## config.mk

```make
export PLATFORM = sky130hd
export DESIGN_NAME = rb_alloc
export DESIGN_NICKNAME = d
export VERILOG_FILES = /design/src/rb_alloc.sv
export VERILOG_INCLUDE_DIRS = /design/src
export SDC_FILE = /design/constraint.sdc
export NUM_CORES = 1
export LEC_CHECK = 0
export BUFFER_PORTS_ARGS = -buffer_cell sky130_fd_sc_hd__buf_2
export CAP_MARGIN = 5
export CORE_MARGIN = 2
export CORE_UTILIZATION = 45
export DETAILED_ROUTE_END_ITERATION = 8
export GPL_ROUTABILITY_DRIVEN = 0
export PLACE_DENSITY_LB_ADDON = 0.15
export SLEW_MARGIN = 10
export SYNTH_ARGS = -nofsm -noshare
export SYNTH_HDL_FRONTEND = slang
export SYNTH_SLANG_ARGS = --single-unit
export TNS_END_PERCENT = 1
```

## constraint.sdc

```tcl
create_clock -name clk -period 2.78 [get_ports clk]
set_input_delay 0.278 -clock clk [delete_from_list [all_inputs] [get_ports clk]]
set_output_delay 0.278 -clock clk [all_outputs]
set_load 0.01 [all_outputs]
```

## src/pdu_config.svh

```systemverilog
`ifndef PDU_CONFIG_SVH
`define PDU_CONFIG_SVH

// flit geometry
`define FLIT_WIDTH     512
`define FLIT_BYTES     64
`define EMPTY_WIDTH    6    // in_empty counts unused bytes of the eop flit

// ring buffer
`define PDU_AWIDTH     10
`define RB_DEPTH       (1 << `PDU_AWIDTH)

// running pdu id carried in the header
`define PDUID_WIDTH    32

// largest pdu, header included
// almost_full is raised while fewer slots than this are free
`define MAX_PDU_FLITS  32

`endif

```

## src/rb_alloc.sv

```systemverilog
`timescale 1ns/1ns
`include "pdu_config.svh"

module rb_alloc (
    input  logic                        clk,
    input  logic                        rst,
    input  logic                        update_valid,
    input  logic [`PDU_AWIDTH-1:0]      update_size,
    input  logic                        free_valid,
    input  logic [`PDU_AWIDTH-1:0]      free_size,
    output logic [`PDU_AWIDTH-1:0]      base_addr,
    output logic                        base_addr_valid,
    output logic                        almost_full
);

    localparam logic [`PDU_AWIDTH:0] DEPTH  = (`PDU_AWIDTH+1)'(`RB_DEPTH);
    localparam logic [`PDU_AWIDTH:0] MARGIN = (`PDU_AWIDTH+1)'(`MAX_PDU_FLITS);

    logic [`PDU_AWIDTH:0]   used_cnt;   // one bit wider, the ring can be full
    logic [`PDU_AWIDTH:0]   used_inc;
    logic [`PDU_AWIDTH:0]   used_dec;
    logic [`PDU_AWIDTH:0]   free_cnt;

    assign used_inc = update_valid ? {1'b0, update_size} : '0;
    assign used_dec = free_valid ? {1'b0, free_size} : '0;
    assign free_cnt = DEPTH - used_cnt;

    // head pointer, wraps modulo the ring depth
    always_ff @(posedge clk) begin
        if (rst) begin
            base_addr       <= '0;
            base_addr_valid <= 1'b1;
        end else begin
            if (update_valid) begin
                base_addr <= base_addr + update_size;
            end
            base_addr_valid <= !update_valid;  // low for one cycle while the head moves
        end
    end

    always_ff @(posedge clk) begin
        if (rst) begin
            used_cnt    <= '0;
            almost_full <= 1'b0;
        end else begin
            used_cnt    <= used_cnt + used_inc - used_dec;
            almost_full <= free_cnt < MARGIN;  // lags used_cnt by a cycle
        end
    end

endmodule

```

==> results of run 1 <==
worst min path at each step:
stage                              startpoint                   endpoint  depth (start not counted)
floorplan                                 rst     used_cnt[6]$_SDFF_PP0_                          2
global placement    base_addr[0]$_SDFFE_PP0P_  base_addr[0]$_SDFFE_PP0P_                          2
detailed placement  base_addr[8]$_SDFFE_PP0P_  base_addr[8]$_SDFFE_PP0P_                          2
CTS                            update_size[0]  base_addr[0]$_SDFFE_PP0P_                          4
global route                   update_size[0]  base_addr[0]$_SDFFE_PP0P_                          4
finish                         update_size[0]  base_addr[0]$_SDFFE_PP0P_                          4
logic make-up (layout without fill, tap and decap cells):
kind of cell / after synthesis / in the layout / synth area share (%)
simple gates: 90 / 90 / 23.49
flops: 23 / 23 / 21.45
buf+inv: 45 / 78 / 8.624
mux: 8 / 8 / 4.079
compound gates: 50 / 50 / 17.19
xor+xnor: 8 / 8 / 3.264
fa+ha+maj: 31 / 31 / 21.91
cell usage after synthesis, drive strengths merged (3+ instances only):
| master | n |
|---|---|
| a211oi | 5 |
| a21o | 4 |
| a21oi | 13 |
| and2 | 10 |
| buf | 7 |
| clkbuf | 4 |
| dfxtp | 23 |
| fa | 11 |
| ha | 20 |
| inv | 34 |
| mux2 | 3 |
| mux2i | 5 |
| nand2 | 15 |
| nand2b | 3 |
| nand3 | 6 |
| nand4 | 7 |
| nor2 | 22 |
| nor2b | 6 |
| nor3b | 5 |
| nor4b | 3 |
| o21a | 6 |
| o21ai | 6 |
| o21bai | 3 |
| xnor2 | 5 |
| xor2 | 3 |
registers in the layout (all words and copies together) (netlist names):
| signal | flops |
|---|---|
| used_cnt | 11 |
| base_addr | 10 |
| almost_full | 1 |
| base_addr_valid | 1 |
layout make-up:
type,count,share of cell area (%)
sequential,23,19.07
inverter,34,5.285
tap,54,2.798
clock buffer,4,1.865
multi-input combinational,187,62.18
timing repair buffer,40,8.808
per-stage QoR:
stage / hold slack (ns) / utilization [%]
floorplan: 0.4652 / -
global placement: 0.5051 / 50.85
detailed placement: 0.5073 / 50.85
CTS: 0.3920 / 51.81
global route: 0.4164 / 51.81
finish: 0.3925 / 51.81
power groups by stage:
stage	sequential [W]	clock, W	combinational (W)
3_3_place_gp	0.000486	0	0.00120
6_report	0.000481	0.000220	0.00121
3_5_place_dp	0.000490	0	0.00121
2_1_floorplan	0.000481	0	0.000976
4_1_cts	0.000482	0.000237	0.00122
5_1_grt	0.000494	0.000250	0.00139
per-layer routing:
layer | up-vias | track usage (%) | wire (um)
met5 | - | 0 | 0
met4 | 0 | 4.321 | 40
met3 | 5 | 2.901 | 115
met2 | 17 | 30.23 | 2131
met1 | 822 | 24.28 | 2112
li1 | 944 | - | -
worst max-delay path: cells and delay by family, from the launching register on:
family | cells | cell delay, ns
muxes | 1 | 0.33
adders and majority gates | 2 | 0.85
buffers and inverters | 2 | 0.13
DFF | 1 | 0.34
AOI/OAI and AO/OA | 4 | 0.72
==> flow_metrics.env, run 1 <==
export IMPL_cts_sinks=23
export IMPL_synth_distinct_cells=54
export IMPL_ir_drop_mv=0.3943
export IMPL_drc_errors=0
export IMPL_synthTopCellsByArea="dfxtp_1, ha_1, fa_1"
export IMPL_ff2ff_path_depth=9
export IMPL_mostFrequentLayoutCell="buf_2"
export IMPL_p_switching_w=0.0008259
export IMPL_cp_common_cell="inv_1"
export IMPL_period_share_pct=89.76
export IMPL_slowest_delay_ns=0.53
export IMPL_num_vias=1788
export IMPL_die_x_um=73.08
export IMPL_fmax_ghz=0.4008
export IMPL_async_flop_share_pct=0
export IMPL_fin_cells=342
export IMPL_ys_flop_type="dfxtp_1"
export IMPL_dpl_worst_slack_ns=0.1002
export IMPL_clockPowerShare_pct=11.5
export IMPL_cp_arrival_ns=2.65
export IMPL_clockBufferDepth=2
export IMPL_cap_violations=0
export IMPL_p_sw_share_pct=43.27
export IMPL_critPathLaunch="used_cnt[1]$_SDFF_PP0_"
export IMPL_n_fill_cell=476
export IMPL_postLayoutCellArea_mm2=0.002415
export IMPL_antenna_found_initial=0
export IMPL_outcome="finished clean"
export IMPL_hpwl_um=3517
export IMPL_internal_power_w=0.001083
export IMPL_path_max_fanout=3
export IMPL_clk_insertion_delay_late_ns=0.27
export IMPL_drt_iter0_markers=56
export IMPL_synth_nets=310
export IMPL_fin_worst_skew_ns=0.006825
export IMPL_timing_rr_end="used_cnt[7]$_SDFF_PP0_"
export IMPL_postCtsSetupRepairBufs=0
export IMPL_slowest_stage="fa_1"
export IMPL_seqCellArea_um2=460.4
export IMPL_ys_warn_count=0
export IMPL_relSlewSlack_pct=54.34
export IMPL_crit_end="used_cnt[7]$_SDFF_PP0_"
export IMPL_setup_violations=0
export IMPL_rr_startpoint="used_cnt[1]$_SDFF_PP0_"
export IMPL_setup_tns_ns=0
export IMPL_setup_worst_path_class="reg -> reg"
export IMPL_cts_tree="done"
export IMPL_synth_edf_count=0
export IMPL_finalHoldViolations=0
export IMPL_grt_pass1_wl_um=7472
export IMPL_fin_crit_ns=2.495
export IMPL_coreArea_mm2=0.004661
export IMPL_setup_slack_ns=0.2848
export IMPL_die_h_um=73.08
export IMPL_rsz0062_at_grt="no"
export IMPL_postRouteWirelength_um=4399
export IMPL_dpl_cell_area_mm2=0.002370
export IMPL_multiInputGateArea_mm2=0.001501
export IMPL_clock_root_buffer="clkbuf_8"
export IMPL_syn_to_final_growth_pct=12.47
export IMPL_port_buffers=35
export IMPL_path_clk_slew_ns=0.09
export IMPL_synthesis_area_mm2=0.002147
export IMPL_cts_buffers=3
export IMPL_ys_seq_area_share_pct=21.45
export IMPL_postSynthAreaPerCell_um2=8.420
export IMPL_critPathLaunchType="register"
export IMPL_slew_viol_final=0
export IMPL_p_per_area_mw_per_mm2=790.5
export IMPL_netlist_top_cell_by_area="dfxtp_1"
export IMPL_die_area_mm2=0.005340
export IMPL_grt_max_degree=42
export IMPL_combPwrFrac_pct=63.3
export IMPL_num_rows=25
export IMPL_num_antenna_cells=0
export IMPL_cp_cell_sequence="inv_1, fa_1, inv_1, ha_1, a211oi_2, o21bai_1, a21oi_2, o2bb2ai_1, mux2_1"
export IMPL_first_pass_iters=4
export IMPL_cp_data_required_time_ns=2.94
export IMPL_p_total_w=0.001909
export IMPL_place_inst=338
export IMPL_ctsHoldBuffers=0
export IMPL_grt_overflow=0
export IMPL_ioPinCount=36
export IMPL_layout_common_cells="buf_2, inv_1, dfxtp_1"
export IMPL_rrSetupSlack_ns=0.28
export IMPL_netlist_area_leader_share_pct=21.45
export IMPL_cts_htree_levels=1
export IMPL_viasPerCell=5.228
export IMPL_nets=344
export IMPL_ant_nets=0
export IMPL_worstHoldPathType="in -> reg"
export IMPL_seqPwrFrac_pct=25.2
export IMPL_wl_per_cell_um=12.86
export IMPL_tightestPinTransition_ns=0.6849
export IMPL_initial_core_util_pct=46.07
export IMPL_cp_end_kind="register"
export IMPL_cts_resized=0
export IMPL_groute_usage_overall_pct=18.06
export IMPL_grt_pass1_vias=1649
export IMPL_p_leak_nw=1.147
export IMPL_drive_gt1_share_pct=19.10
export IMPL_syn_inst=255
export IMPL_synth_ff_latch_count=23
No activity file was read; power rests on OpenSTA's default activity.
==> run 2: changes to the inputs <==
--- a/config.mk
+++ b/config.mk
@@ -10,6 +10,7 @@
 export CAP_MARGIN = 5
 export CORE_MARGIN = 2
 export CORE_UTILIZATION = 45
+export CTS_CLUSTER_DIAMETER = 150
 export DETAILED_ROUTE_END_ITERATION = 8
 export GPL_ROUTABILITY_DRIVEN = 0
 export PLACE_DENSITY_LB_ADDON = 0.15
@@ -17,4 +18,4 @@
 export SYNTH_ARGS = -nofsm -noshare
 export SYNTH_HDL_FRONTEND = slang
 export SYNTH_SLANG_ARGS = --single-unit
-export TNS_END_PERCENT = 1
+export TNS_END_PERCENT = 30
==> constraint.sdc (replaced) <==
create_clock -name clk -period 2.2 [get_ports clk]
set_input_delay 0.22 -clock clk [delete_from_list [all_inputs] [get_ports clk]]
set_output_delay 0.22 -clock clk [all_outputs]
set_load 0.01 [all_outputs]
==> run 2 against run 1 <==
The run now ends with setup timing left. Count of clock-buffer cells in the layout stayed put. Combinational power increased by 69%. Clock skew shrank 0.0017 ns. Largest cell class unchanged. Largest power group unchanged.
==> flow_metrics.env, run 2 (synthesis results as in run 1) <==
export IMPL_viasPerCell=5.184
export IMPL_syn_to_final_growth_pct=24.83
export IMPL_wl_per_cell_um=12.99
export IMPL_fmax_ghz=0.4444
export IMPL_hpwl_um=3728
export IMPL_dpl_worst_slack_ns=-0.3171
export IMPL_cp_cell_sequence="inv_1, fa_1, inv_1, ha_1, a21o_1, a21o_1, a21oi_2, o21ai_1, mux2_4"
export IMPL_setup_slack_ns=-0.05027
export IMPL_die_x_um=73.08
export IMPL_slowest_delay_ns=0.52
export IMPL_critPathLaunch="used_cnt[6]$_SDFF_PP0_"
export IMPL_cts_tree="done"
export IMPL_period_share_pct=102.3
export IMPL_grt_max_degree=42
export IMPL_path_clk_slew_ns=0.09
export IMPL_drt_iter0_markers=72
export IMPL_critPathLaunchType="register"
export IMPL_largest_registers="used_cnt (11), base_addr (10)"
export IMPL_fin_util_pct=57.50
export IMPL_cp_data_required_time_ns=2.37
export IMPL_fin_worst_skew_ns=0.005098
export IMPL_port_buffers=35
export IMPL_tightestPinTransition_ns=0.6917
export IMPL_fin_crit_ns=2.250
export IMPL_ir_drop_mv=0.4415
export IMPL_grt_overflow=0
export IMPL_nets=366
export IMPL_first_pass_iters=4
export IMPL_slew_viol_final=0
export IMPL_layout_common_cells="buf_2, inv_1, buf_4"
export IMPL_cts_buffers=3
export IMPL_cp_depth=9
export IMPL_place_inst=358
export IMPL_fin_cells=364
export IMPL_setup_tns_ns=-0.09085
export IMPL_p_per_area_mw_per_mm2=1093
export IMPL_drc_errors=0
export IMPL_num_vias=1887
export IMPL_path_max_fanout=2
export IMPL_cp_arrival_ns=2.42
export IMPL_cap_violations=0
export IMPL_ff2ff_path_depth=9
export IMPL_slowest_stage="fa_1"
export IMPL_die_area_mm2=0.005340
export IMPL_ant_nets=0
export IMPL_groute_usage_overall_pct=19.74
export IMPL_worstHoldPathType="in -> reg"
export IMPL_cts_htree_levels=1
export IMPL_rr_startpoint="used_cnt[6]$_SDFF_PP0_"
export IMPL_clock_root_buffer="clkbuf_8"
export IMPL_drive_gt1_share_pct=30.97
export IMPL_initial_core_util_pct=46.07
export IMPL_num_antenna_cells=0
export IMPL_top_register="used_cnt"
export IMPL_setup_worst_path_class="reg -> reg"
export IMPL_postRouteWirelength_um=4727
export IMPL_num_rows=25
export IMPL_cts_sinks=23
export IMPL_ioPinCount=36
export IMPL_crit_family="adder cells"
export IMPL_mostFrequentLayoutCell="buf_2"
export IMPL_grt_pass1_vias=1828
export IMPL_crit_end="used_cnt[9]$_SDFF_PP0_"
export IMPL_clk_insertion_delay_late_ns=0.27
export IMPL_die_h_um=73.08
export IMPL_outcome="finished with violations"
export IMPL_timing_rr_end="used_cnt[9]$_SDFF_PP0_"
export IMPL_cp_end_kind="register"
export IMPL_worst_path_buf_inv=2
export IMPL_relSlewSlack_pct=53.89
export IMPL_violations="setup timing"
export IMPL_ctsHoldBuffers=0
export IMPL_rsz0062_at_grt="yes"
export IMPL_antenna_found_initial=0
export IMPL_rrSetupSlack_ns=-0.05
export IMPL_grt_pass1_wl_um=8307
export IMPL_p_leak_nw=1.264
export IMPL_coreArea_mm2=0.004661
export IMPL_largest_reg_flops=11
export IMPL_clockBufferDepth=2
export IMPL_setup_violations=3
export IMPL_finalHoldViolations=0
==> run 2: cell types whose count changed in the layout (fill, tap and decap cells not counted), moves of 3 or more <==
cell     change
dfxtp_2      +3
inv_2        +4
ha_4         +3
buf_4       +22
dfxtp_1      -3
inv_1        -4
ha_1         -4
==> run 2: worst min-delay path: stages <==
cell and delay (ns):
buf_2 0.09, ha_1 0.12, mux2i_1 0.06, nor2_1 0.07
==> run 2: area by class of cell <==
class	instances	area, um2
clock buffers	4	45.04
inverters	34	127.6
multi-input cells	187	1592
well taps	54	67.56
repair buffers	62	384.1
fillers	436	1981
flip-flops and latches	23	464.2
==> run 2: per-stage QoR <==
stage               hold WS (ns)  area (um2)  total power (W)
floorplan                 0.4072        2208         0.001886
global placement          0.5028        2550         0.002383
detailed placement        0.5119        2550         0.002419
CTS                       0.3308        2648         0.002839
global route              0.3361        2680         0.003221
finish                    0.3319        2680         0.002929
==> run 2: routing by layer <==
layer | share of wire (%) | global-route usage [%] | up-vias | wire length [um]
li1 | - | - | 988 | -
met1 | 47 | 27.31 | 871 | 2245
met2 | 49 | 33.23 | 22 | 2310
met3 | 2.5 | 2.210 | 6 | 119
met4 | 1.1 | 3.909 | 0 | 51
met5 | 0 | 0 | - | 0
==> run 2: timing repair <==
action | CTS | global route
pin swaps | 12 | 10
buffers inserted | 2 | 0
endpoints found under the hold margin | 0 | 0
resized for setup | 12 | 6
setup endpoints to repair | 7 | 7
==> run 2: how the worst min path moves through the flow <==
| stage | start | end | slack [ns] | cells after the start |
|---|---|---|---|---|
| 6_report | update_size[0] | base_addr[0]$_SDFFE_PP0P_ | 0.33 | 4 |
| 5_1_grt | update_size[0] | base_addr[0]$_SDFFE_PP0P_ | 0.34 | 4 |
| 4_1_cts | update_size[0] | base_addr[0]$_SDFFE_PP0P_ | 0.33 | 4 |
| 3_5_place_dp | base_addr[1]$_SDFFE_PP0P_ | base_addr[1]$_SDFFE_PP0P_ | 0.51 | 2 |
| 3_3_place_gp | base_addr[1]$_SDFFE_PP0P_ | base_addr[1]$_SDFFE_PP0P_ | 0.50 | 2 |
| 2_1_floorplan | rst | used_cnt[6]$_SDFF_PP0_ | 0.41 | 2 |
==> run 2: power by group <==
group / switching (W) / internal, W / total [W] / leakage (nW)
clock: 0.000146 / 0.000130 / 0.000275 / 0.0228
sequential: 0.0000740 / 0.000534 / 0.000608 / 0.192
combinational: 0.000981 / 0.00106 / 0.00205 / 1.05
total: 0.00120 / 0.00173 / 0.00293 / 1.26
==> run 3: changes to the inputs <==
--- a/config.mk
+++ b/config.mk
@@ -9,7 +9,7 @@
 export BUFFER_PORTS_ARGS = -buffer_cell sky130_fd_sc_hd__buf_2
 export CAP_MARGIN = 5
 export CORE_MARGIN = 2
-export CORE_UTILIZATION = 45
+export CORE_UTILIZATION = 61
 export CTS_CLUSTER_DIAMETER = 150
 export DETAILED_ROUTE_END_ITERATION = 8
 export GPL_ROUTABILITY_DRIVEN = 0
==> constraint.sdc (replaced) <==
create_clock -name clk -period 2.65 [get_ports clk]
set_input_delay 0.265 -clock clk [delete_from_list [all_inputs] [get_ports clk]]
set_output_delay 0.265 -clock clk [all_outputs]
set_load 0.01 [all_outputs]
==> run 3 against run 2 <==
The run now ends clean. Critical endpoint is now used_cnt[7]$_SDFF_PP0_. Non-clock buffer count decreased by 21. First-iteration DRC count shrank 11%. Register-to-register slack improved by 0.22 ns. Power fell by 33%. Sequential power fell by 17%. Via count decreased by 0.90%. Final area decreased by 10%. Largest power group unchanged. Die area fell by 25%. Clock skew grew 0.010 ns. Worst setup slack better by 0.22 ns. Fmax is 9.2% lower.
==> flow_metrics.env, run 3 (synthesis results as in run 1) <==
export IMPL_ff2ff_path_depth=9
export IMPL_setup_violations=0
export IMPL_grt_overflow=0
export IMPL_p_per_area_mw_per_mm2=820.4
export IMPL_mostFrequentLayoutCell="buf_2"
export IMPL_p_leak_nw=1.151
export IMPL_nets=345
export IMPL_top_register="used_cnt"
export IMPL_cp_end_kind="register"
export IMPL_fin_crit_ns=2.477
export IMPL_grt_pass1_vias=1839
export IMPL_num_rows=21
export IMPL_grt_max_degree=42
export IMPL_grt_pass1_wl_um=8059
export IMPL_die_x_um=63.33
export IMPL_first_pass_iters=4
export IMPL_hold_depth=2
export IMPL_cts_buffers=3
export IMPL_antenna_found_initial=0
export IMPL_period_share_pct=93.49
export IMPL_clk_insertion_delay_late_ns=0.34
export IMPL_slowest_stage="fa_1"
export IMPL_cts_tree="done"
export IMPL_postLayoutCellArea_mm2=0.002407
export IMPL_rsz0062_at_grt="no"
export IMPL_cp_common_cell="inv_1"
export IMPL_setup_worst_path_class="reg -> reg"
export IMPL_clock_root_buffer="clkbuf_4"
export IMPL_cts_sinks=23
export IMPL_ioPinCount=36
export IMPL_p_sw_share_pct=45.07
export IMPL_coreArea_mm2=0.003363
export IMPL_combPwrFrac_pct=65.5
export IMPL_holdWs_ns=0.1882
export IMPL_fin_worst_skew_ns=0.01526
export IMPL_ir_drop_mv=0.3995
export IMPL_hpwl_um=3602
export IMPL_finalHoldViolations=0
export IMPL_fmax_ghz=0.4037
export IMPL_cts_htree_levels=1
export IMPL_crit_family="adder cells"
export IMPL_slew_viol_final=0
export IMPL_postRouteWirelength_um=4536
export IMPL_internal_power_w=0.001085
export IMPL_setup_tns_ns=0
export IMPL_cp_depth=9
export IMPL_layout_common_cells="buf_2, inv_1, dfxtp_1"
export IMPL_worstHoldPathType="in -> reg"
export IMPL_port_buffers=35
export IMPL_tightestPinTransition_ns=0.6678
export IMPL_clockPowerShare_pct=9.1
export IMPL_cap_violations=0
export IMPL_num_antenna_cells=0
export IMPL_syn_to_final_growth_pct=12.12
export IMPL_dpl_cell_area_mm2=0.002380
export IMPL_path_clk_slew_ns=0.15
export IMPL_seqCellArea_um2=460.4
export IMPL_n_fill_cell=296
export IMPL_cp_cell_sequence="inv_1, fa_1, inv_1, ha_1, a211oi_2, o21bai_1, a21oi_2, o2bb2ai_1, mux2_1"
export IMPL_postCtsSetupRepairBufs=0
export IMPL_path_max_fanout=3
export IMPL_num_vias=1870
export IMPL_largest_registers="used_cnt (11), base_addr (10)"
export IMPL_initial_core_util_pct=63.84
export IMPL_clockBufferDepth=2
export IMPL_ctsHoldBuffers=0
export IMPL_cp_arrival_ns=2.72
export IMPL_relSlewSlack_pct=55.48
export IMPL_p_total_w=0.001975
export IMPL_fin_util_pct=71.58
export IMPL_outcome="finished clean"
export IMPL_drive_gt1_share_pct=19.72
export IMPL_seqPwrFrac_pct=25.5
export IMPL_wl_per_cell_um=13.54
export IMPL_cts_resized=0
export IMPL_die_h_um=63.33
export IMPL_viasPerCell=5.582
export IMPL_groute_usage_overall_pct=25.16
export IMPL_slowest_delay_ns=0.53
export IMPL_ant_nets=0
export IMPL_p_switching_w=0.0008900
export IMPL_drc_errors=0
export IMPL_drt_iter0_markers=64
export IMPL_die_area_mm2=0.004010
export IMPL_multiInputGateArea_mm2=0.001501
export IMPL_critPathLaunchType="register"
export IMPL_largest_reg_flops=11
export IMPL_worst_path_buf_inv=2
export IMPL_cp_data_required_time_ns=2.90
-- run 3: final cells by class --
| class | instances | share of cell area, % |
|---|---|---|
| repair buffers | 41 | 9.667 |
| clock buffers | 3 | 0.9356 |
| inverters | 34 | 5.301 |
| clock inverters | 1 | 0.2079 |
| well taps | 46 | 2.391 |
| flip-flops and latches | 23 | 19.13 |
| multi-input cells | 187 | 62.37 |
-- run 3: path summary, 6_finish.rpt --
path / end / from / slack (ns)
setup / recovery: used_cnt[7]$_SDFF_PP0_ / used_cnt[1]$_SDFF_PP0_ / 0.17
hold / removal: base_addr_valid$_SDFF_PP1_ / update_valid / 0.19
setup reg to reg: used_cnt[7]$_SDFF_PP0_ / used_cnt[1]$_SDFF_PP0_ / 0.17
hold reg to reg: base_addr[1]$_SDFFE_PP0P_ / base_addr[1]$_SDFFE_PP0P_ / 0.54
-- run 3: layer usage --
layer	track usage [%]	wire length, um
met3	2.143	110
met5	0	0
met4	8.424	75
met1	32.58	2043
met2	43.95	2307
-- run 3: power by group through the flow --
| stage | Sequential (W) | Clock (W) | Combinational [W] |
|---|---|---|---|
| global placement | 0.000507 | 0 | 0.00124 |
| floorplan | 0.000504 | 0 | 0.00102 |
| finish | 0.000503 | 0.000179 | 0.00129 |
| detailed placement | 0.000511 | 0 | 0.00128 |
| CTS | 0.000503 | 0.000185 | 0.00129 |
| global route | 0.000516 | 0.000196 | 0.00147 |
-- run 3: through the flow --
step | cells | setup WS (ns)
floorplan | 255 | 0.04352
global placement | 331 | 0.06827
detailed placement | 331 | 0.03021
CTS | 335 | 0.1521
global route | 335 | 0.009362
finish | 335 | 0.1726
