$ cat config.mk
export PLATFORM = sky130hd
export DESIGN_NAME = pdu_gen_flat
export DESIGN_NICKNAME = d
export VERILOG_FILES = /design/src/pdu_pkg.sv /design/src/rb_wr_if.sv /design/src/pdu_gen.sv /design/src/flat_wrapper.sv
export VERILOG_INCLUDE_DIRS = /design/src
export SDC_FILE = /design/constraint.sdc
export NUM_CORES = 1
export LEC_CHECK = 0
export BUFFER_PORTS_ARGS = -buffer_cell sky130_fd_sc_hd__buf_2
export CORE_AREA = 5 5 464 466
export CTS_BUF_LIST = sky130_fd_sc_hd__clkbuf_2
export DETAILED_ROUTE_END_ITERATION = 10
export DIE_AREA = 0 0 469 471
export REMOVE_ABC_BUFFERS = 1
export SYNTH_ARGS = -nofsm -noshare
export SYNTH_HDL_FRONTEND = slang
export SYNTH_SLANG_ARGS = --single-unit
$ cat constraint.sdc
create_clock -name clk -period 34.2 [get_ports clk]
set_clock_uncertainty 0.1 [all_clocks]
set_input_delay 1.71 -clock clk [delete_from_list [all_inputs] [get_ports clk]]
set_output_delay 1.71 -clock clk [all_outputs]
set_load 0.005 [all_outputs]
$ cat src/pdu_config.svh
`ifndef PDU_CONFIG_SVH
`define PDU_CONFIG_SVH

// flit geometry
`define FLIT_WIDTH     512
`define FLIT_BYTES     64
`define EMPTY_WIDTH    6    // in_empty counts unused bytes of the eop flit

// ring buffer
`define PDU_AWIDTH     10
`define RB_DEPTH       (1 << `PDU_AWIDTH)

// running pdu id carried in the header
`define PDUID_WIDTH    32

// largest pdu, header included
// almost_full is raised while fewer slots than this are free
`define MAX_PDU_FLITS  32

`endif

$ cat src/pdu_pkg.sv
`include "pdu_config.svh"

package pdu_pkg;

    // flow tuple, 96 bits
    typedef struct packed {
        logic [31:0] sip;
        logic [31:0] dip;
        logic [15:0] sport;
        logic [15:0] dport;
    } tuple_t;

    typedef struct packed {
        tuple_t      tuple;
        logic [31:0] prot;
    } metadata_t;

    // fixed header fields, the rest of the flit is zero padding
    localparam int HDR_USED_W = $bits(tuple_t) + 32 + `PDUID_WIDTH + 32 + 16 + 16 + 8;
    localparam int HDR_PAD_W  = `FLIT_WIDTH - HDR_USED_W;

    typedef struct packed {
        tuple_t                  tuple;
        logic [31:0]             prot;
        logic [`PDUID_WIDTH-1:0] pdu_id;
        logic [31:0]             num_ruleID;  // no rule matching here, always zero
        logic [15:0]             pdu_size;    // payload bytes
        logic [15:0]             pdu_flit;    // payload flits plus the header
        logic [7:0]              action;
        logic [HDR_PAD_W-1:0]    padding;
    } pdu_hdr_t;

    // one slot word, read as raw payload or as a header depending on sop
    typedef union packed {
        logic [`FLIT_WIDTH-1:0] raw;
        pdu_hdr_t               hdr;
    } pdu_word_u;

    typedef struct packed {
        pdu_word_u word;
        logic      sop;   // set on the header slot only
        logic      eop;   // set on the last payload slot
    } flit_lite_t;

    // inspection engine action written into every header
    localparam logic [7:0] ACTION_CHECK = 8'h01;

endpackage

$ cat src/rb_wr_if.sv
`timescale 1ns/1ns
`include "pdu_config.svh"

// flit write path from the pdu writer into the ring store
// one write per cycle with en high, no back-pressure
interface rb_wr_if import pdu_pkg::*; ();

    flit_lite_t              data;
    logic [`PDU_AWIDTH-1:0]  addr;
    logic                    en;

    modport gen (
        output data,
        output addr,
        output en
    );

    modport mem (
        input data,
        input addr,
        input en
    );

endinterface

$ cat src/pdu_gen.sv
`timescale 1ns/1ns
`include "pdu_config.svh"

module pdu_gen import pdu_pkg::*; (
    input  logic                        clk,
    input  logic                        rst,
    // packet stream
    input  logic                        in_sop,
    input  logic                        in_eop,
    input  logic [`FLIT_WIDTH-1:0]      in_data,
    input  logic [`EMPTY_WIDTH-1:0]     in_empty,
    input  logic                        in_valid,
    output logic                        in_ready,
    // one metadata word per packet
    input  logic                        in_meta_valid,
    input  metadata_t                   in_meta_data,
    output logic                        in_meta_ready,
    // ring space
    input  logic [`PDU_AWIDTH-1:0]      base_addr,
    input  logic                        base_addr_valid,
    input  logic                        almost_full,
    output logic                        update_valid,
    output logic [`PDU_AWIDTH-1:0]      update_size,
    // flit writes into the ring store
    rb_wr_if.gen                        wr
);

    typedef enum logic [1:0] {
        START,
        WRITE,
        WRITE_HEAD,
        WAIT
    } state_t;

    state_t                     state;

    // first pipeline stage, the interface registers are the second
    logic                       pdu_wren_r;
    logic                       pdu_sop_r;
    logic                       pdu_eop_r;
    pdu_word_u                  pdu_data_r;
    logic [`PDU_AWIDTH-1:0]     pdu_addr_r;

    logic [15:0]                pdu_size;
    logic [15:0]                pdu_flit;   // payload flits of the current pdu
    logic [15:0]                flit_bytes;
    logic [`PDUID_WIDTH-1:0]    pdu_id;
    pdu_word_u                  hdr_word;

    // byte 0 of the input goes to the top byte
    function automatic logic [`FLIT_WIDTH-1:0] byte_rev(input logic [`FLIT_WIDTH-1:0] d);
        logic [`FLIT_WIDTH-1:0] r;
        for (int i = 0; i < `FLIT_BYTES; i++) begin
            r[8*i +: 8] = d[`FLIT_WIDTH-1-8*i -: 8];
        end
        return r;
    endfunction

    assign in_ready = (state == WRITE);

    // valid bytes in the flit being accepted
    assign flit_bytes = in_eop ? 16'(`FLIT_BYTES) - {{(16-`EMPTY_WIDTH){1'b0}}, in_empty}
                               : 16'(`FLIT_BYTES);

    always_comb begin
        hdr_word                 = '0;
        hdr_word.hdr.tuple       = in_meta_data.tuple;
        hdr_word.hdr.prot        = in_meta_data.prot;
        hdr_word.hdr.pdu_id      = pdu_id;
        hdr_word.hdr.num_ruleID  = '0;
        hdr_word.hdr.pdu_size    = pdu_size;
        hdr_word.hdr.pdu_flit    = pdu_flit + 16'd1;  // header slot counts too
        hdr_word.hdr.action      = ACTION_CHECK;
    end

    always_ff @(posedge clk) begin
        if (rst) begin
            state         <= START;
            in_meta_ready <= 1'b0;
            pdu_wren_r    <= 1'b0;
            pdu_sop_r     <= 1'b0;
            pdu_eop_r     <= 1'b0;
            update_valid  <= 1'b0;
            update_size   <= '0;
            pdu_flit      <= '0;
            pdu_id        <= '0;
        end else begin
            pdu_wren_r    <= 1'b0;
            pdu_sop_r     <= 1'b0;
            pdu_eop_r     <= 1'b0;
            in_meta_ready <= 1'b0;
            update_valid  <= 1'b0;
            case (state)
                START: begin
                    pdu_flit <= '0;
                    if (in_meta_valid && !in_meta_ready && !almost_full) begin
                        state <= WRITE;
                    end
                end
                WRITE: begin
                    if (in_valid && in_ready) begin
                        pdu_wren_r     <= 1'b1;
                        pdu_data_r.raw <= byte_rev(in_data);
                        pdu_flit       <= pdu_flit + 16'd1;
                        if (in_sop) begin
                            pdu_addr_r <= base_addr + 1'b1;  // slot base is kept for the header
                            pdu_size   <= flit_bytes;
                        end else begin
                            pdu_addr_r <= pdu_addr_r + 1'b1;
                            pdu_size   <= pdu_size + flit_bytes;
                        end
                        if (in_eop) begin
                            pdu_eop_r <= 1'b1;
                            state     <= WRITE_HEAD;
                        end
                    end
                end
                WRITE_HEAD: begin
                    pdu_wren_r    <= 1'b1;
                    pdu_sop_r     <= 1'b1;
                    pdu_addr_r    <= base_addr;
                    pdu_data_r    <= hdr_word;
                    in_meta_ready <= 1'b1;     // metadata consumed with the header
                    update_valid  <= 1'b1;
                    update_size   <= pdu_flit[`PDU_AWIDTH-1:0] + 1'b1;
                    pdu_id        <= pdu_id + 1'b1;
                    state         <= WAIT;
                end
                WAIT: begin
                    pdu_flit <= '0;
                    // hold until the allocator has moved the base
                    if (in_meta_valid && !in_meta_ready && !almost_full && base_addr_valid) begin
                        state <= WRITE;
                    end
                end
                default: state <= START;
            endcase
        end
    end

    // output stage
    always_ff @(posedge clk) begin
        if (rst) begin
            wr.en <= 1'b0;
        end else begin
            wr.en <= pdu_wren_r;
        end
    end

    always_ff @(posedge clk) begin
        wr.data.word <= pdu_data_r;
        wr.data.sop  <= pdu_sop_r;
        wr.data.eop  <= pdu_eop_r;
        wr.addr      <= pdu_addr_r;
    end

endmodule

$ cat src/flat_wrapper.sv
// flat-port wrapper written by rule: the top's interface ports become plain ports
module pdu_gen_flat import pdu_pkg::*;
  (clk, rst, in_sop, in_eop, in_data, in_empty, in_valid, in_ready, in_meta_valid, in_meta_data, in_meta_ready, base_addr, base_addr_valid, almost_full, update_valid, update_size, wr_data, wr_addr, wr_en);
  rb_wr_if wr_i ();
  input  logic clk;
  input  logic rst;
  input  logic in_sop;
  input  logic in_eop;
  input  logic [`FLIT_WIDTH-1:0] in_data;
  input  logic [`EMPTY_WIDTH-1:0] in_empty;
  input  logic in_valid;
  output logic in_ready;
  input  logic in_meta_valid;
  input  metadata_t in_meta_data;
  output logic in_meta_ready;
  input  logic [`PDU_AWIDTH-1:0] base_addr;
  input  logic base_addr_valid;
  input  logic almost_full;
  output logic update_valid;
  output logic [`PDU_AWIDTH-1:0] update_size;
  output wire logic [$bits(wr_i.data)-1:0] wr_data;
  output wire logic [$bits(wr_i.addr)-1:0] wr_addr;
  output wire logic [$bits(wr_i.en)-1:0] wr_en;
  assign wr_data = wr_i.data;
  assign wr_addr = wr_i.addr;
  assign wr_en = wr_i.en;
  pdu_gen u_core (.clk(clk), .rst(rst), .in_sop(in_sop), .in_eop(in_eop), .in_data(in_data), .in_empty(in_empty), .in_valid(in_valid), .in_ready(in_ready), .in_meta_valid(in_meta_valid), .in_meta_data(in_meta_data), .in_meta_ready(in_meta_ready), .base_addr(base_addr), .base_addr_valid(base_addr_valid), .almost_full(almost_full), .update_valid(update_valid), .update_size(update_size), .wr(wr_i));
endmodule
==> key figures, run 1 <==
Synthesis
  – Avg Inst Size Synth: 16.1 um2
  – Largest family of logic cells by synthesized area: simple AND/OR/NAND/NOR gates
  – Xor and xnor area share after synthesis: 1.69%
  – Yosys reg bits: 1126
  – YS warnings: 0
  – Number of flops mapped to enable cells by yosys: 538
  – Distinct cell type count of the synthesized netlist: 53
  – Synth Flop Type: dfxtp_1
  – Synth Instances: 2179
  – Area share of and/or/nand/nor cells after synthesis: 9.24%
  – Ys async rst share: 0%
  – Synth Area in Compound Gates: 1.73%
  – Sequential-to-total area share from yosys stat: 79.4%
  – Mux cell area share after synthesis: 6.15%
  – Mapped Area: 35200 um2
  – Synthesized-area fraction occupied by adder cells: 0.626%

Setup path
  – Critical path startpoint: u_core.state[0]
  – Crit-path slowest cell: buf_4
  – Crit Path Max Fanout: 67
  – Family with the most delay on the worst path: buffers and inverters
  – Worst Setup Start Kind: flop
  – WP data arrival: 6190 ps
  – CP required: 35530 ps
  – Cell mode on critical path: buf_4
  – Max incr delay on CP: 690 ps
  – CP Capture Type: flop
  – Crit path buffers/inverters: 6
  – R2r startpoint: u_core.state[0]
  – Setup Crit Path Kind: reg2reg
  – Crit-path cells: inv_1, ha_4, buf_4, buf_4, buf_4, buf_4, mux2_2, dlygate4sd3_1

STA
  – Worst Slack Setup Final: 29350 ps
  – Tmin final: 4850 ps
  – Final hold slack: 84.7 ps
  – Final hold violations: 0
  – Worst-Margin Slew: 1020 ps
  – Worst rel slew slack: 31.0%
  – Crit share post-route: 14.2%
  – Setup_tns: 0 ps
  – FMAX: 0.206 GHz
  – Slew Viols, Final: 0
  – Setup repair after global routing missed its margin: false
  – # setup viols final: 0

Route
  – DRT iter0 DRCs: 1453
  – Residual DRC: 0
  – Via count: 26055
  – Post-Route WL: 171000 um
  – ANT nets after route: 0
  – Avg WL per Cell: 23.4 um
  – Drt pass-1 iters: 5
  – Vias per cell: 3.57

Clocking
  – Worst-path clk slew: 110 ps
  – Clock Tree Buf Depth: 4
  – Post-CTS sizing: 0
  – TritonCTS clock tree: yes
  – Hold buffer count at CTS: 535
  – Sink Count: 1126
  – TritonCTS Buffers: 325
  – CTS HTree Levels: 5
  – Skew-Pair Late Insertion Delay: 1700 ps
  – CTS Root Cell: clkbuf_2
  – Postcts setup bufs: 0

Power and ir drop
  – Max VDD drop: 0.0386 mV
  – Seq pwr share: 50.5%
  – LEAKAGE: 21.9 nW
  – Comb power frac: 22.3%
  – Switching share of power: 32.5%
  – Psw: 1.27 mW
  – Clk network pwr share: 27.2%
  – Int Power: 2.64 mW
  – Pwr Density: 73.7 nW/um2
  – Tot Pwr: 3.91 mW

Final layout
  – Design Area, Final: 53100 um2
  – Finished Layout Cells: 7289
  – Layout cells sized above 1: 44.0%
  – Core Util, Final: 25.2%
  – Final-stage net count: 4856
  – Most common cell after layout, fill and taps aside: buf_2
  – Area grow syn2layout: 51.1%
  – Most frequent cells in the layout: buf_2 (1201), dfxtp_1 (588), edfxtp_1 (538)

Placement
  – Routability Congestion: 0.939
  – PortBufs: 1201
  – DP Worst Slack: 28400 ps
  – Placed cell count: 6134
  – Post-DP HPWL: 134000 um
  – Post-place instance area: 44500 um2

Outcome
  – Status: finished, final reports clean

Die
  – Die Ht: 471 um
  – Die width: 469 um
  – Core area: 211000 um2
  – Row count: 169
  – Starting density of the core: 16.7%
  – Total die area: 221000 um2
  – IO Count: 1202

Flow run
  – Total of max-cap violations: 0

GRT
  – Vias in the first global route: 27527
  – Total global-route track usage: 14.8%
  – Initial antenna violation count: 98
  – Largest net degree at the start of global routing: 85
  – GR Overflow Total: 0
  – First-pass GRT wire length: 224000 um

Worst hold path
  – Min-delay worst type: reg2reg
  – Hold_sp: u_core.pdu_data_r[255]
[cell usage after synthesis, types with 2 or more instances]
| cell type | instances | area [um2] |
|---|---|---|
| a211oi_1 | 9 | 67.6 |
| a21o_1 | 3 | 22.5 |
| a21oi_1 | 31 | 155 |
| a221oi_1 | 3 | 26.3 |
| a22oi_1 | 5 | 37.5 |
| a31oi_1 | 9 | 56.3 |
| a32oi_1 | 3 | 26.3 |
| and2_1 | 11 | 68.8 |
| and3_1 | 10 | 62.6 |
| and4_1 | 6 | 52.6 |
| and4b_1 | 2 | 20.0 |
| buf_1 | 8 | 30.0 |
| buf_2 | 4 | 20.0 |
| clkbuf_1 | 74 | 278 |
| dfxtp_1 | 588 | 11800 |
| edfxtp_1 | 538 | 16200 |
| ha_1 | 16 | 200 |
| inv_1 | 17 | 63.8 |
| mux2_2 | 185 | 2080 |
| mux2i_1 | 8 | 80.1 |
| nand2_1 | 42 | 158 |
| nand2b_1 | 8 | 50.1 |
| nand3_1 | 32 | 160 |
| nand4_1 | 13 | 81.3 |
| nor2_1 | 90 | 338 |
| nor2b_1 | 327 | 2050 |
| nor3_1 | 13 | 65.1 |
| nor3b_1 | 3 | 22.5 |
| o21ai_0 | 21 | 105 |
| o22a_1 | 2 | 17.5 |
| o22ai_1 | 2 | 12.5 |
| o31ai_1 | 3 | 22.5 |
| or2_2 | 4 | 25.0 |
| or3_1 | 4 | 25.0 |
| xnor2_1 | 29 | 254 |
| xor2_1 | 39 | 342 |
[flip-flops by register name, indices dropped and copies added (netlist names), 2 cells and up]
register,flops
u_core.pdu_addr_r,10
u_core.pdu_size,16
u_core.pdu_id,32
u_core.state,2
u_core.update_size,10
u_core.pdu_data_r,512
u_core.wr.data,514
u_core.wr.addr,10
u_core.pdu_flit,16
[routing by layer]
metal	part of all wire, %	global-route usage (%)	wire (um)
met5	0.050	0	85
met4	3.4	5.32	5750
met2	46	23.8	78200
met3	13	8.04	22100
met1	38	16.6	64600
[power by group through the flow]
stage	registers [mW]	logic [mW]	clock network [mW]
after floorplan	2.17	0.401	0
after global placement	2.01	0.816	0
after detailed placement	2.01	0.823	0
after CTS	1.98	0.907	1.13
after global routing	2.01	0.957	1.20
final	1.98	0.874	1.06
[cells by family after synthesis]
kind of cell	count (synthesis)
flops	1126
simple gates	572
mux	193
buf+inv	105
compound gates	98
xor+xnor	68
fa+ha+maj	17
[cell type report]
class	instances	area, um2
inverters	17	63.8
repair buffers	1757	11500
multi-input cells	948	6860
fillers	22216	158000
well taps	2821	3530
diodes	42	105
clock buffers	491	2460
flip-flops and latches	1126	27900
clock inverters	87	661
[path summary, 6_finish.rpt]
path | slack (ps) | depth (start not counted) | to
hold / removal | 80 | 0 | u_core.wr.data[257]
hold reg to reg | 80 | 0 | u_core.wr.data[257]
setup reg to reg | 29350 | 8 | u_core.pdu_data_r[398]
setup / recovery | 29350 | 8 | u_core.pdu_data_r[398]
No activity file was read; power rests on OpenSTA's default activity.
==> inputs of run 2 (changes only) <==
--- a/config.mk
+++ b/config.mk
@@ -6,11 +6,12 @@
 export SDC_FILE = /design/constraint.sdc
 export NUM_CORES = 1
 export LEC_CHECK = 0
+export ABC_AREA = 1
 export BUFFER_PORTS_ARGS = -buffer_cell sky130_fd_sc_hd__buf_2
-export CORE_AREA = 5 5 464 466
+export CORE_AREA = 5 5 469 471
 export CTS_BUF_LIST = sky130_fd_sc_hd__clkbuf_2
 export DETAILED_ROUTE_END_ITERATION = 10
-export DIE_AREA = 0 0 469 471
+export DIE_AREA = 0 0 474 476
 export REMOVE_ABC_BUFFERS = 1
 export SYNTH_ARGS = -nofsm -noshare
 export SYNTH_HDL_FRONTEND = slang
==> constraint.sdc (replaced) <==
create_clock -name clk -period 4.1 [get_ports clk]
set_clock_uncertainty 0.1 [all_clocks]
set_input_delay 0.205 -clock clk [delete_from_list [all_inputs] [get_ports clk]]
set_output_delay 0.205 -clock clk [all_outputs]
set_load 0.005 [all_outputs]
==> run 2 against run 1 <==
  * The flow now stops in clock tree synthesis (4_1_cts)
  * Synthesized area is 2.5% higher
  * Synthesized cell count rose by 41%
==> key figures, run 2 <==
Outcome
  – Status: did not finish (was finished, final reports clean)
  – Fail Step: clock tree synthesis (4_1_cts)
  – Tool error: [ERROR RSZ-0060] Max buffer count reached.

Synthesis
  – Synth Instances: 3076 (was 2179)
  – Distinct cell type count of the synthesized netlist: 39 (was 53)
  – Synth Flop Type: dfxtp_1 (unchanged)
  – Synth top area cells: edfxtp_1 (45%), dfxtp_1 (33%), nand2_1 (7.8%) (was edfxtp_1 (46%), dfxtp_1 (33%), mux2_2 (5.9%))
  – YS warnings: 0 (unchanged)
  – Mapped Area: 36000 um2 (was 35200 um2)
  – Sequential-to-total area share from yosys stat: 77.5% (was 79.4%)
  – Yosys reg bits: 1126 (unchanged)
  – Area leader, netlist: edfxtp_1 (unchanged)
  – Synth cell count leaders: nand2_1 (745), dfxtp_1 (588), edfxtp_1 (538) (was dfxtp_1 (588), edfxtp_1 (538), nor2b_1 (327))
  – Yosys top cell area share: 44.8% (was 45.9%)
  – Ys async rst share: 0% (unchanged)
  – Avg Inst Size Synth: 11.7 um2 (was 16.1 um2)
  – Most common cell in the synthesized netlist: nand2_1 (was dfxtp_1)
  – Number of flops mapped to enable cells by yosys: 538 (unchanged)

Die
  – IO Count: 1202 (unchanged)
  – Starting density of the core: 16.7% (about the same)
  – Row count: 171 (was 169)
  – Die width: 474 um (was 469 um)
  – Die Ht: 476 um (was 471 um)

Clocking
  – CTS HTree Levels: 5 (unchanged)
  – Post-CTS sizing: 0 (unchanged)
  – TritonCTS Buffers: 319 (was 325)
  – Sink Count: 1126 (unchanged)
  – Clock Tree Buf Depth: 4 (unchanged)
  – Postcts setup bufs: 0 (unchanged)
  – CTS Root Cell: clkbuf_2 (unchanged)
  – Hold buffer count at CTS: 1531 (was 535)

Placement
  – Post-place instance area: 45700 um2 (was 44500 um2)
  – Post-DP HPWL: 128000 um (was 134000 um)
  – DP Worst Slack: 1420 ps (was 28400 ps)
  – PortBufs: 1201 (unchanged)
  – Routability Congestion: 0.925 (was 0.939)
[run 2: changes by cell type after synthesis, moves of 9 or more]
cell      change
nand2_1     +703
inv_1       +389
nor2b_1     -327
nor2_1      +326
mux2_2      -185
buf_2        +44
nand3_1      +38
clkbuf_1     -32
xor2_1       -31
o21ai_0      +30
a21oi_1      +28
xnor2_1      -24
and3_1       -10
and2_1        -9
[run 2: stage by stage]
| step | cells | hold WS, ps |
|---|---|---|
| after floorplan | 2981 | 174 |
| after global placement | 7072 | 215 |
| after detailed placement | 7072 | 219 |
[run 2: logic make-up after synthesis]
group	count (synthesis)	share of synthesized area, %
simple gates	1290	14.3
compound gates	124	1.80
xor+xnor	13	0.316
buf+inv	506	5.51
flops	1126	77.5
fa+ha+maj	17	0.611
==> inputs of run 3 (changes only) <==
--- a/config.mk
+++ b/config.mk
@@ -8,10 +8,10 @@
 export LEC_CHECK = 0
 export ABC_AREA = 1
 export BUFFER_PORTS_ARGS = -buffer_cell sky130_fd_sc_hd__buf_2
-export CORE_AREA = 5 5 469 471
-export CTS_BUF_LIST = sky130_fd_sc_hd__clkbuf_2
+export CORE_AREA = 5 5 465 467
 export DETAILED_ROUTE_END_ITERATION = 10
-export DIE_AREA = 0 0 474 476
+export DIE_AREA = 0 0 470 472
+export PLACE_DENSITY_LB_ADDON = 0.15
 export REMOVE_ABC_BUFFERS = 1
 export SYNTH_ARGS = -nofsm -noshare
 export SYNTH_HDL_FRONTEND = slang
==> constraint.sdc (replaced) <==
create_clock -name clk -period 5.3 [get_ports clk]
set_clock_uncertainty 0.1 [all_clocks]
set_input_delay 0.265 -clock clk [delete_from_list [all_inputs] [get_ports clk]]
set_output_delay 0.265 -clock clk [all_outputs]
set_load 0.005 [all_outputs]
==> run 3 against run 2 <==
  * The run now ends clean
  * Synthesized cell count unchanged
  * Synthesized area unchanged
==> key figures, run 3 <==
Outcome
  – Status: finished, final reports clean (was did not finish)

Placement
  – PortBufs: 1201 (unchanged)
  – Routability Congestion: 0.830 (was 0.925)
  – Placed cell count: 7032 (was 7072)
  – Post-DP HPWL: 114000 um (was 128000 um)
  – Post-place instance area: 45500 um2 (was 45700 um2)

Setup path
  – CP Capture Type: flop
  – Crit Path Max Fanout: 66
  – Cell mode on critical path: nand2_1
  – Crit-path slowest cell: buf_4
  – Family with the most delay on the worst path: buffers and inverters
  – Crit path buffers/inverters: 4
  – Max incr delay on CP: 560 ps
  – Setup Crit Path Kind: reg2reg
  – Worst Setup Start Kind: flop
  – CP required: 5840 ps
  – R2r startpoint: u_core.state[0]
  – WP data arrival: 3550 ps
  – Critical path startpoint: u_core.state[0]
  – Crit-path cells: inv_1, ha_4, buf_12, buf_4, nand2_1, nand2_1, dlygate4sd3_1

Route
  – Drt pass-1 iters: 5
  – Via count: 27913
  – Residual DRC: 0
  – Vias per cell: 3.49
  – Avg WL per Cell: 18.9 um
  – ANT nets after route: 0
  – DRT iter0 DRCs: 1415
  – Post-Route WL: 151000 um

STA
  – Setup_tns: 0 ps
  – Final hold violations: 0
  – Worst rel slew slack: 31.8%
  – FMAX: 0.333 GHz
  – Tmin final: 3000 ps
  – # setup viols final: 0
  – Slew Viols, Final: 0
  – Crit share post-route: 56.7%
  – Setup repair after global routing missed its margin: false
  – Worst-Margin Slew: 1020 ps

Synthesis
  – Yosys reg bits: 1126 (unchanged)
  – Synth Area in Compound Gates: 1.80% (unchanged)
  – Largest family of logic cells by synthesized area: simple AND/OR/NAND/NOR gates (unchanged)
  – Most common cell in the synthesized netlist: nand2_1 (unchanged)
  – YS warnings: 0 (unchanged)
  – Mux cell area share after synthesis: 0% (unchanged)
  – Synth top area cells: edfxtp_1 (45%), dfxtp_1 (33%), nand2_1 (7.8%) (unchanged)
  – Number of flops mapped to enable cells by yosys: 538 (unchanged)
  – Sequential-to-total area share from yosys stat: 77.5% (unchanged)
  – Xor and xnor area share after synthesis: 0.316% (unchanged)
  – Synth Flop Type: dfxtp_1 (unchanged)
  – Synth cell count leaders: nand2_1 (745), dfxtp_1 (588), edfxtp_1 (538) (unchanged)
  – Mapped Area: 36000 um2 (unchanged)
  – Synthesized-area fraction occupied by adder cells: 0.611% (unchanged)
  – Synth Instances: 3076 (unchanged)
  – Area share of and/or/nand/nor cells after synthesis: 14.3% (unchanged)
  – Distinct cell type count of the synthesized netlist: 39 (unchanged)
  – Area leader, netlist: edfxtp_1 (unchanged)
  – Avg Inst Size Synth: 11.7 um2 (unchanged)
  – Ys async rst share: 0% (unchanged)
  – Yosys top cell area share: 44.8% (unchanged)

GRT
  – Largest net degree at the start of global routing: 167
  – GR Overflow Total: 0
  – Vias in the first global route: 29212
  – First-pass GRT wire length: 214000 um
  – Total global-route track usage: 13.2%
  – Initial antenna violation count: 42

Clocking
  – Worst-path clk slew: 60 ps
  – Sink Count: 1126 (unchanged)
  – TritonCTS Buffers: 139 (was 319)
  – Clock Tree Buf Depth: 3 (was 4)
  – Postcts setup bufs: 0 (unchanged)
  – Post-CTS sizing: 0 (unchanged)
  – CTS HTree Levels: 4 (was 5)
  – Skew-Pair Late Insertion Delay: 800 ps
  – TritonCTS clock tree: yes
  – CTS Root Cell: clkbuf_16 (was clkbuf_2)

Final layout
  – Number of fill cells in the layout: 22581
  – Register bank with the most flops: u_core.wr.data
  – Largest registers: u_core.wr.data: 514 flops, u_core.pdu_data_r: 512 flops, u_core.pdu_id: 32 flops
  – Largest register FFs: 514
  – Most frequent cells in the layout: buf_2 (1201), nand2_1 (745), dlygate4sd3_1 (675)
  – Finished Layout Cells: 7994
  – Most common cell after layout, fill and taps aside: buf_2
  – Area grow syn2layout: 58.8%
  – Final-stage net count: 5708
  – Layout cells sized above 1: 28.9%
  – Design Area, Final: 57200 um2
  – Core Util, Final: 27.1%

Die
  – Starting density of the core: 17.1% (was 16.7%)
  – IO Count: 1202 (unchanged)
  – Die Ht: 472 um (was 476 um)
  – Core area: 211000 um2
  – Die width: 470 um (was 474 um)
  – Row count: 169 (was 171)
  – Total die area: 222000 um2

Power and ir drop
  – LEAKAGE: 25.5 nW
  – Max VDD drop: 0.311 mV
  – Pwr Density: 491 nW/um2
  – Psw: 8.20 mW
  – Seq pwr share: 44.9%
  – Tot Pwr: 28.1 mW
  – Clk network pwr share: 35.4%
  – Comb power frac: 19.7%
  – Switching share of power: 29.2%
  – Int Power: 19.9 mW

Flow run
  – Total of max-cap violations: 0

Worst hold path
  – Min-delay worst type: in2reg
  – Hold_sp: in_data[216]
run 3: cell counts after synthesis:
Identical to the previous run, type by type.
run 3: layout make-up:
cell class | instances | area [um2] | area share [%]
Clock inverter | 61 | 855 | 1.49
Tap cell | 2821 | 3530 | 6.17
Sequential cell | 1126 | 27900 | 48.8
Timing Repair Buffer | 1905 | 13100 | 22.9
Clock buffer | 198 | 4020 | 7.02
Inverter | 411 | 1560 | 2.72
Antenna cell | 28 | 70.1 | 0.122
Multi-Input combinational cell | 1444 | 6150 | 10.7
run 3: through the flow:
step	worst slack [ps]	hold slack, ps
CTS	2200	59.1
finish	2300	167
detailed placement	2180	218
global route	2020	106
floorplan	-18890	210
global placement	2150	221
run 3: timing repair:
item	CTS	global route
setup endpoints to repair	0	0
hold endpoints to repair	568	0
hold buffers	675	0
run 3: cell families after synthesis:
family,Yosys count
XOR/XNOR,13
adder cells (fa/ha/maj),17
AND/OR/NAND/NOR,1290
buffers and inverters,506
AO/OA/AOI/OAI,124
flip-flops,1126
run 3: final timing paths:
| kind | to | slack [ps] | depth (start not counted) |
|---|---|---|---|
| max | u_core.pdu_data_r[480] | 2300 | 7 |
| min | u_core.pdu_data_r[288] | 170 | 4 |
| max reg2reg | u_core.pdu_data_r[480] | 2300 | 7 |
| min reg2reg | u_core.wr.data[30] | 210 | 0 |
run 3: power groups by stage:
stage	sequential [mW]	combinational (mW)	clock [mW]
6_report	12.6	5.54	9.95
5_1_grt	12.9	6.12	10.7
4_1_cts	12.7	5.82	10.4
3_5_place_dp	12.8	5.01	0
3_3_place_gp	12.8	5.02	0
2_1_floorplan	11.4	1.77	0
run 3: tightest hold or removal path: stages:
cell	delay, ps
dlygate4sd3_1	510
buf_2	90
nand2_1	40
nand2_1	50
run 3: routing by layer:
layer  GRT usage, %  routed length, um  vias up
li1               -                  -    13638
met1           15.8              63600    13075
met2           21.9              71100      965
met3           5.08              12500      221
met4           3.86               4090       14
met5              0                 86        -
==> inputs of run 4 (changes only) <==
==> constraint.sdc (replaced) <==
create_clock -name clk -period 3 [get_ports clk]
set_clock_uncertainty 0.1 [all_clocks]
set_input_delay 0.15 -clock clk [delete_from_list [all_inputs] [get_ports clk]]
set_output_delay 0.15 -clock clk [all_outputs]
set_load 0.005 [all_outputs]
==> run 4 against run 3 <==
  * First-iteration DRC count decreased by 8.1%
  * Combinational power increased by 84%
  * Sequential power increased by 77%
  * Worst setup slack got worse by 2200 ps
  * Routed wire length increased by 0.61%
  * Clock power increased by 68%
  * Cell count increased by 1.2%
  * Die area unchanged
  * Sequential share of layout area decreased by 0.69 points
  * Global-route usage increased by 0.13 points
  * Utilization increased by 0.39 points
  * Highest routed layer unchanged
==> key figures, run 4 (synthesized netlist as in run 3, its figures left out) <==
Placement
  – Routability Congestion: 0.816 (was 0.830)
  – Post-DP HPWL: 116000 um (was 114000 um)
  – PortBufs: 1201 (unchanged)

Clocking
  – TritonCTS clock tree: yes (unchanged)
  – TritonCTS Buffers: 138 (was 139)
  – CTS Root Cell: clkbuf_16 (unchanged)
  – Sink Count: 1126 (unchanged)
  – CTS HTree Levels: 4 (unchanged)
  – Clock Tree Buf Depth: 3 (unchanged)
  – Postcts setup bufs: 0 (unchanged)
  – Worst-path clk slew: 50 ps (was 60 ps)
  – Skew-Pair Late Insertion Delay: 770 ps (was 800 ps)

STA
  – Final hold slack: 99.6 ps (was 167 ps)
  – Setup_tns: 0 ps (unchanged)
  – Worst-Margin Slew: 1020 ps (about the same)
  – Crit share post-route: 97.1%
  – Tmin final: 2910 ps
  – Slew Viols, Final: 0 (unchanged)
  – # setup viols final: 0 (unchanged)
  – FMAX: 0.343 GHz
  – Worst rel slew slack: 32.0% (was 31.8%)
  – Setup repair after global routing missed its margin: false (unchanged)
  – Final hold violations: 0 (unchanged)

Die
  – Total die area: 222000 um2 (unchanged)
  – Core area: 211000 um2 (unchanged)
  – Die Ht: 472 um (unchanged)
  – Die width: 470 um (unchanged)
  – Row count: 169 (unchanged)
  – IO Count: 1202 (unchanged)
  – Starting density of the core: 17.1% (unchanged)

Route
  – Residual DRC: 0 (unchanged)
  – DRT iter0 DRCs: 1300 (was 1415)
  – Vias per cell: 3.50 (was 3.49)
  – Drt pass-1 iters: 7 (was 5)
  – Post-Route WL: 152000 um (was 151000 um)
  – Via count: 28336 (was 27913)
  – Avg WL per Cell: 18.8 um (was 18.9 um)
  – ANT nets after route: 0 (unchanged)

Power and ir drop
  – Switching share of power: 29.2% (about the same)
  – Pwr Density: 846 nW/um2 (was 491 nW/um2)
  – Psw: 14.4 mW (was 8.20 mW)
  – Int Power: 34.7 mW (was 19.9 mW)
  – Max VDD drop: 0.513 mV (was 0.311 mV)
  – LEAKAGE: 25.9 nW (was 25.5 nW)
  – Tot Pwr: 49.1 mW (was 28.1 mW)
  – Seq pwr share: 45.4% (was 44.9%)
  – Comb power frac: 20.7% (was 19.7%)
  – Clk network pwr share: 33.9% (was 35.4%)

GRT
  – GR Overflow Total: 0 (unchanged)
  – Initial antenna violation count: 46 (was 42)
  – First-pass GRT wire length: 216000 um (was 214000 um)
  – Vias in the first global route: 30023 (was 29212)
  – Largest net degree at the start of global routing: 145 (was 167)
  – Total global-route track usage: 13.3% (was 13.2%)

Final layout
  – Area grow syn2layout: 61.1% (was 58.8%)
  – Final-stage net count: 5809 (was 5708)
  – Register bank with the most flops: u_core.wr.data (unchanged)
  – Largest registers: u_core.wr.data: 514 flops, u_core.pdu_data_r: 512 flops, u_core.pdu_id: 32 flops (unchanged)
  – Number of fill cells in the layout: 22417 (was 22581)
  – Layout cells sized above 1: 28.3% (was 28.9%)
  – Largest register FFs: 514 (unchanged)
  – Most frequent cells in the layout: buf_2 (1201), dlygate4sd3_1 (767), nand2_1 (745) (was buf_2 (1201), nand2_1 (745), dlygate4sd3_1 (675))
  – Most common cell after layout, fill and taps aside: buf_2 (unchanged)

Setup path
  – Worst flop-to-flop path endpoint: u_core.pdu_data_r[430] (was u_core.pdu_data_r[480])
  – Max incr delay on CP: 560 ps (about the same)
  – R2r startpoint: u_core.state[0] (unchanged)
  – CP Capture Type: flop (unchanged)
  – Reg2reg path depth: 7 (unchanged)
  – Worst R2R Setup Slack: 380 ps (was 2300 ps)
  – Worst Setup Start Kind: primary input (was flop)
  – Crit Path Max Fanout: 7 (was 66)
  – Setup Crit Path Kind: in2reg (was reg2reg)
  – CP required: 3430 ps (was 5840 ps)
  – Crit-path slowest cell: dlygate4sd3_1 (was buf_4)
  – Crit-path cells: dlygate4sd3_1, buf_2, inv_1, a21oi_1, dlygate4sd3_1, nand2_1, dlygate4sd3_1, inv_2, ha_4, or2_2, and2_1, a21oi_2, nand2_1, nand2_1, nor2_1 (was inv_1, ha_4, buf_12, buf_4, nand2_1, nand2_1, dlygate4sd3_1)
  – WP data arrival: 3340 ps (was 3550 ps)

Worst hold path
  – WHS Path Cells: 4 (unchanged)
  – Min-delay worst type: in2reg (unchanged)
  – Sink of the worst hold path: u_core.pdu_data_r[295] (was u_core.pdu_data_r[288])
  – Hold_sp: in_data[223] (was in_data[216])

Outcome
  – Status: finished, final reports clean (unchanged)

Flow run
  – Total of max-cap violations: 0 (unchanged)
[run 4: cell types whose count changed in the layout (fill, tap and decap cells not counted), moves of 2 or more]
cell           previous run  this run
inv_6                     4         6
clkinv_16                 8         5
clkbuf_8                 21        17
clkinv_1                  9         7
clkbuf_1                 33        45
dlygate4sd3_1           675       767
bufinv_16                10         5
clkbuf_16               144       141
buf_12                   11        21
[run 4: repair_timing]
item                                   in CTS  in global routing
setup endpoints to repair                   0                  5
hold buffers                              768                  0
endpoints found under the hold margin     626                  0
resized for setup                           0                  3
[run 4: per-stage QoR]
| step | utilization (%) | setup slack [ps] | area, um2 | cells |
|---|---|---|---|---|
| 3_3_place_gp | 21.6 | 513 | 45700 | 7042 |
| 3_5_place_dp | 21.6 | 524 | 45700 | 7042 |
| 6_report | 27.5 | 86.0 | 58000 | 8092 |
| 5_1_grt | 27.5 | 36.2 | 58000 | 8081 |
| 4_1_cts | 27.4 | 74.5 | 58000 | 8066 |
| 2_1_floorplan | - | -21190 | 35600 | 2981 |
[run 4: power groups by stage]
stage | Clock, mW | Sequential (mW) | Combinational [mW]
final | 16.7 | 22.3 | 10.2
after global routing | 18.0 | 22.7 | 11.3
after CTS | 17.4 | 22.4 | 10.7
after detailed placement | 0 | 22.6 | 9.15
after global placement | 0 | 22.7 | 9.21
after floorplan | 0 | 18.6 | 2.01
[run 4: area by class of cell]
| type | count | area (um2) | area share, % |
|---|---|---|---|
| flip-flops and latches | 1126 | 27900 | 48.1 |
| clock buffers | 203 | 3930 | 6.77 |
| multi-input cells | 1444 | 6160 | 10.6 |
| inverters | 411 | 1560 | 2.68 |
| diodes | 27 | 67.6 | 0.116 |
| well taps | 2821 | 3530 | 6.08 |
| clock inverters | 53 | 626 | 1.08 |
| repair buffers | 2007 | 14200 | 24.5 |
[run 4: how the worst max path moves through the flow]
stage | from | endpoint | slack [ps]
floorplan | u_core.state[1] | u_core.pdu_addr_r[0] | -21190
global placement | in_empty[1] | u_core.pdu_size[11] | 510
detailed placement | in_empty[0] | u_core.pdu_size[11] | 520
CTS | in_eop | u_core.pdu_size[3] | 70
global route | in_empty[0] | u_core.pdu_size[8] | 40
finish | in_eop | u_core.pdu_size[8] | 90
[run 4: per-layer routing]
layer  part of all wire, %  vias up  wire, um  global-route usage [%]
met2                    47      985     72200                    22.3
met1                    42    13248     63700                    16.0
met4                   2.8       20      4190                    3.95
met3                   8.0      223     12200                    4.88
met5                 0.069        -       105                       0
li1                      -    13860         -                       -
[run 4: worst max-delay path: cells and delay by family]
kind	cells	cell delay, ps
buffers and inverters	6	2030
and+or+nand+nor	6	690
AOI/OAI and AO/OA	2	270
adders and majority gates	1	210
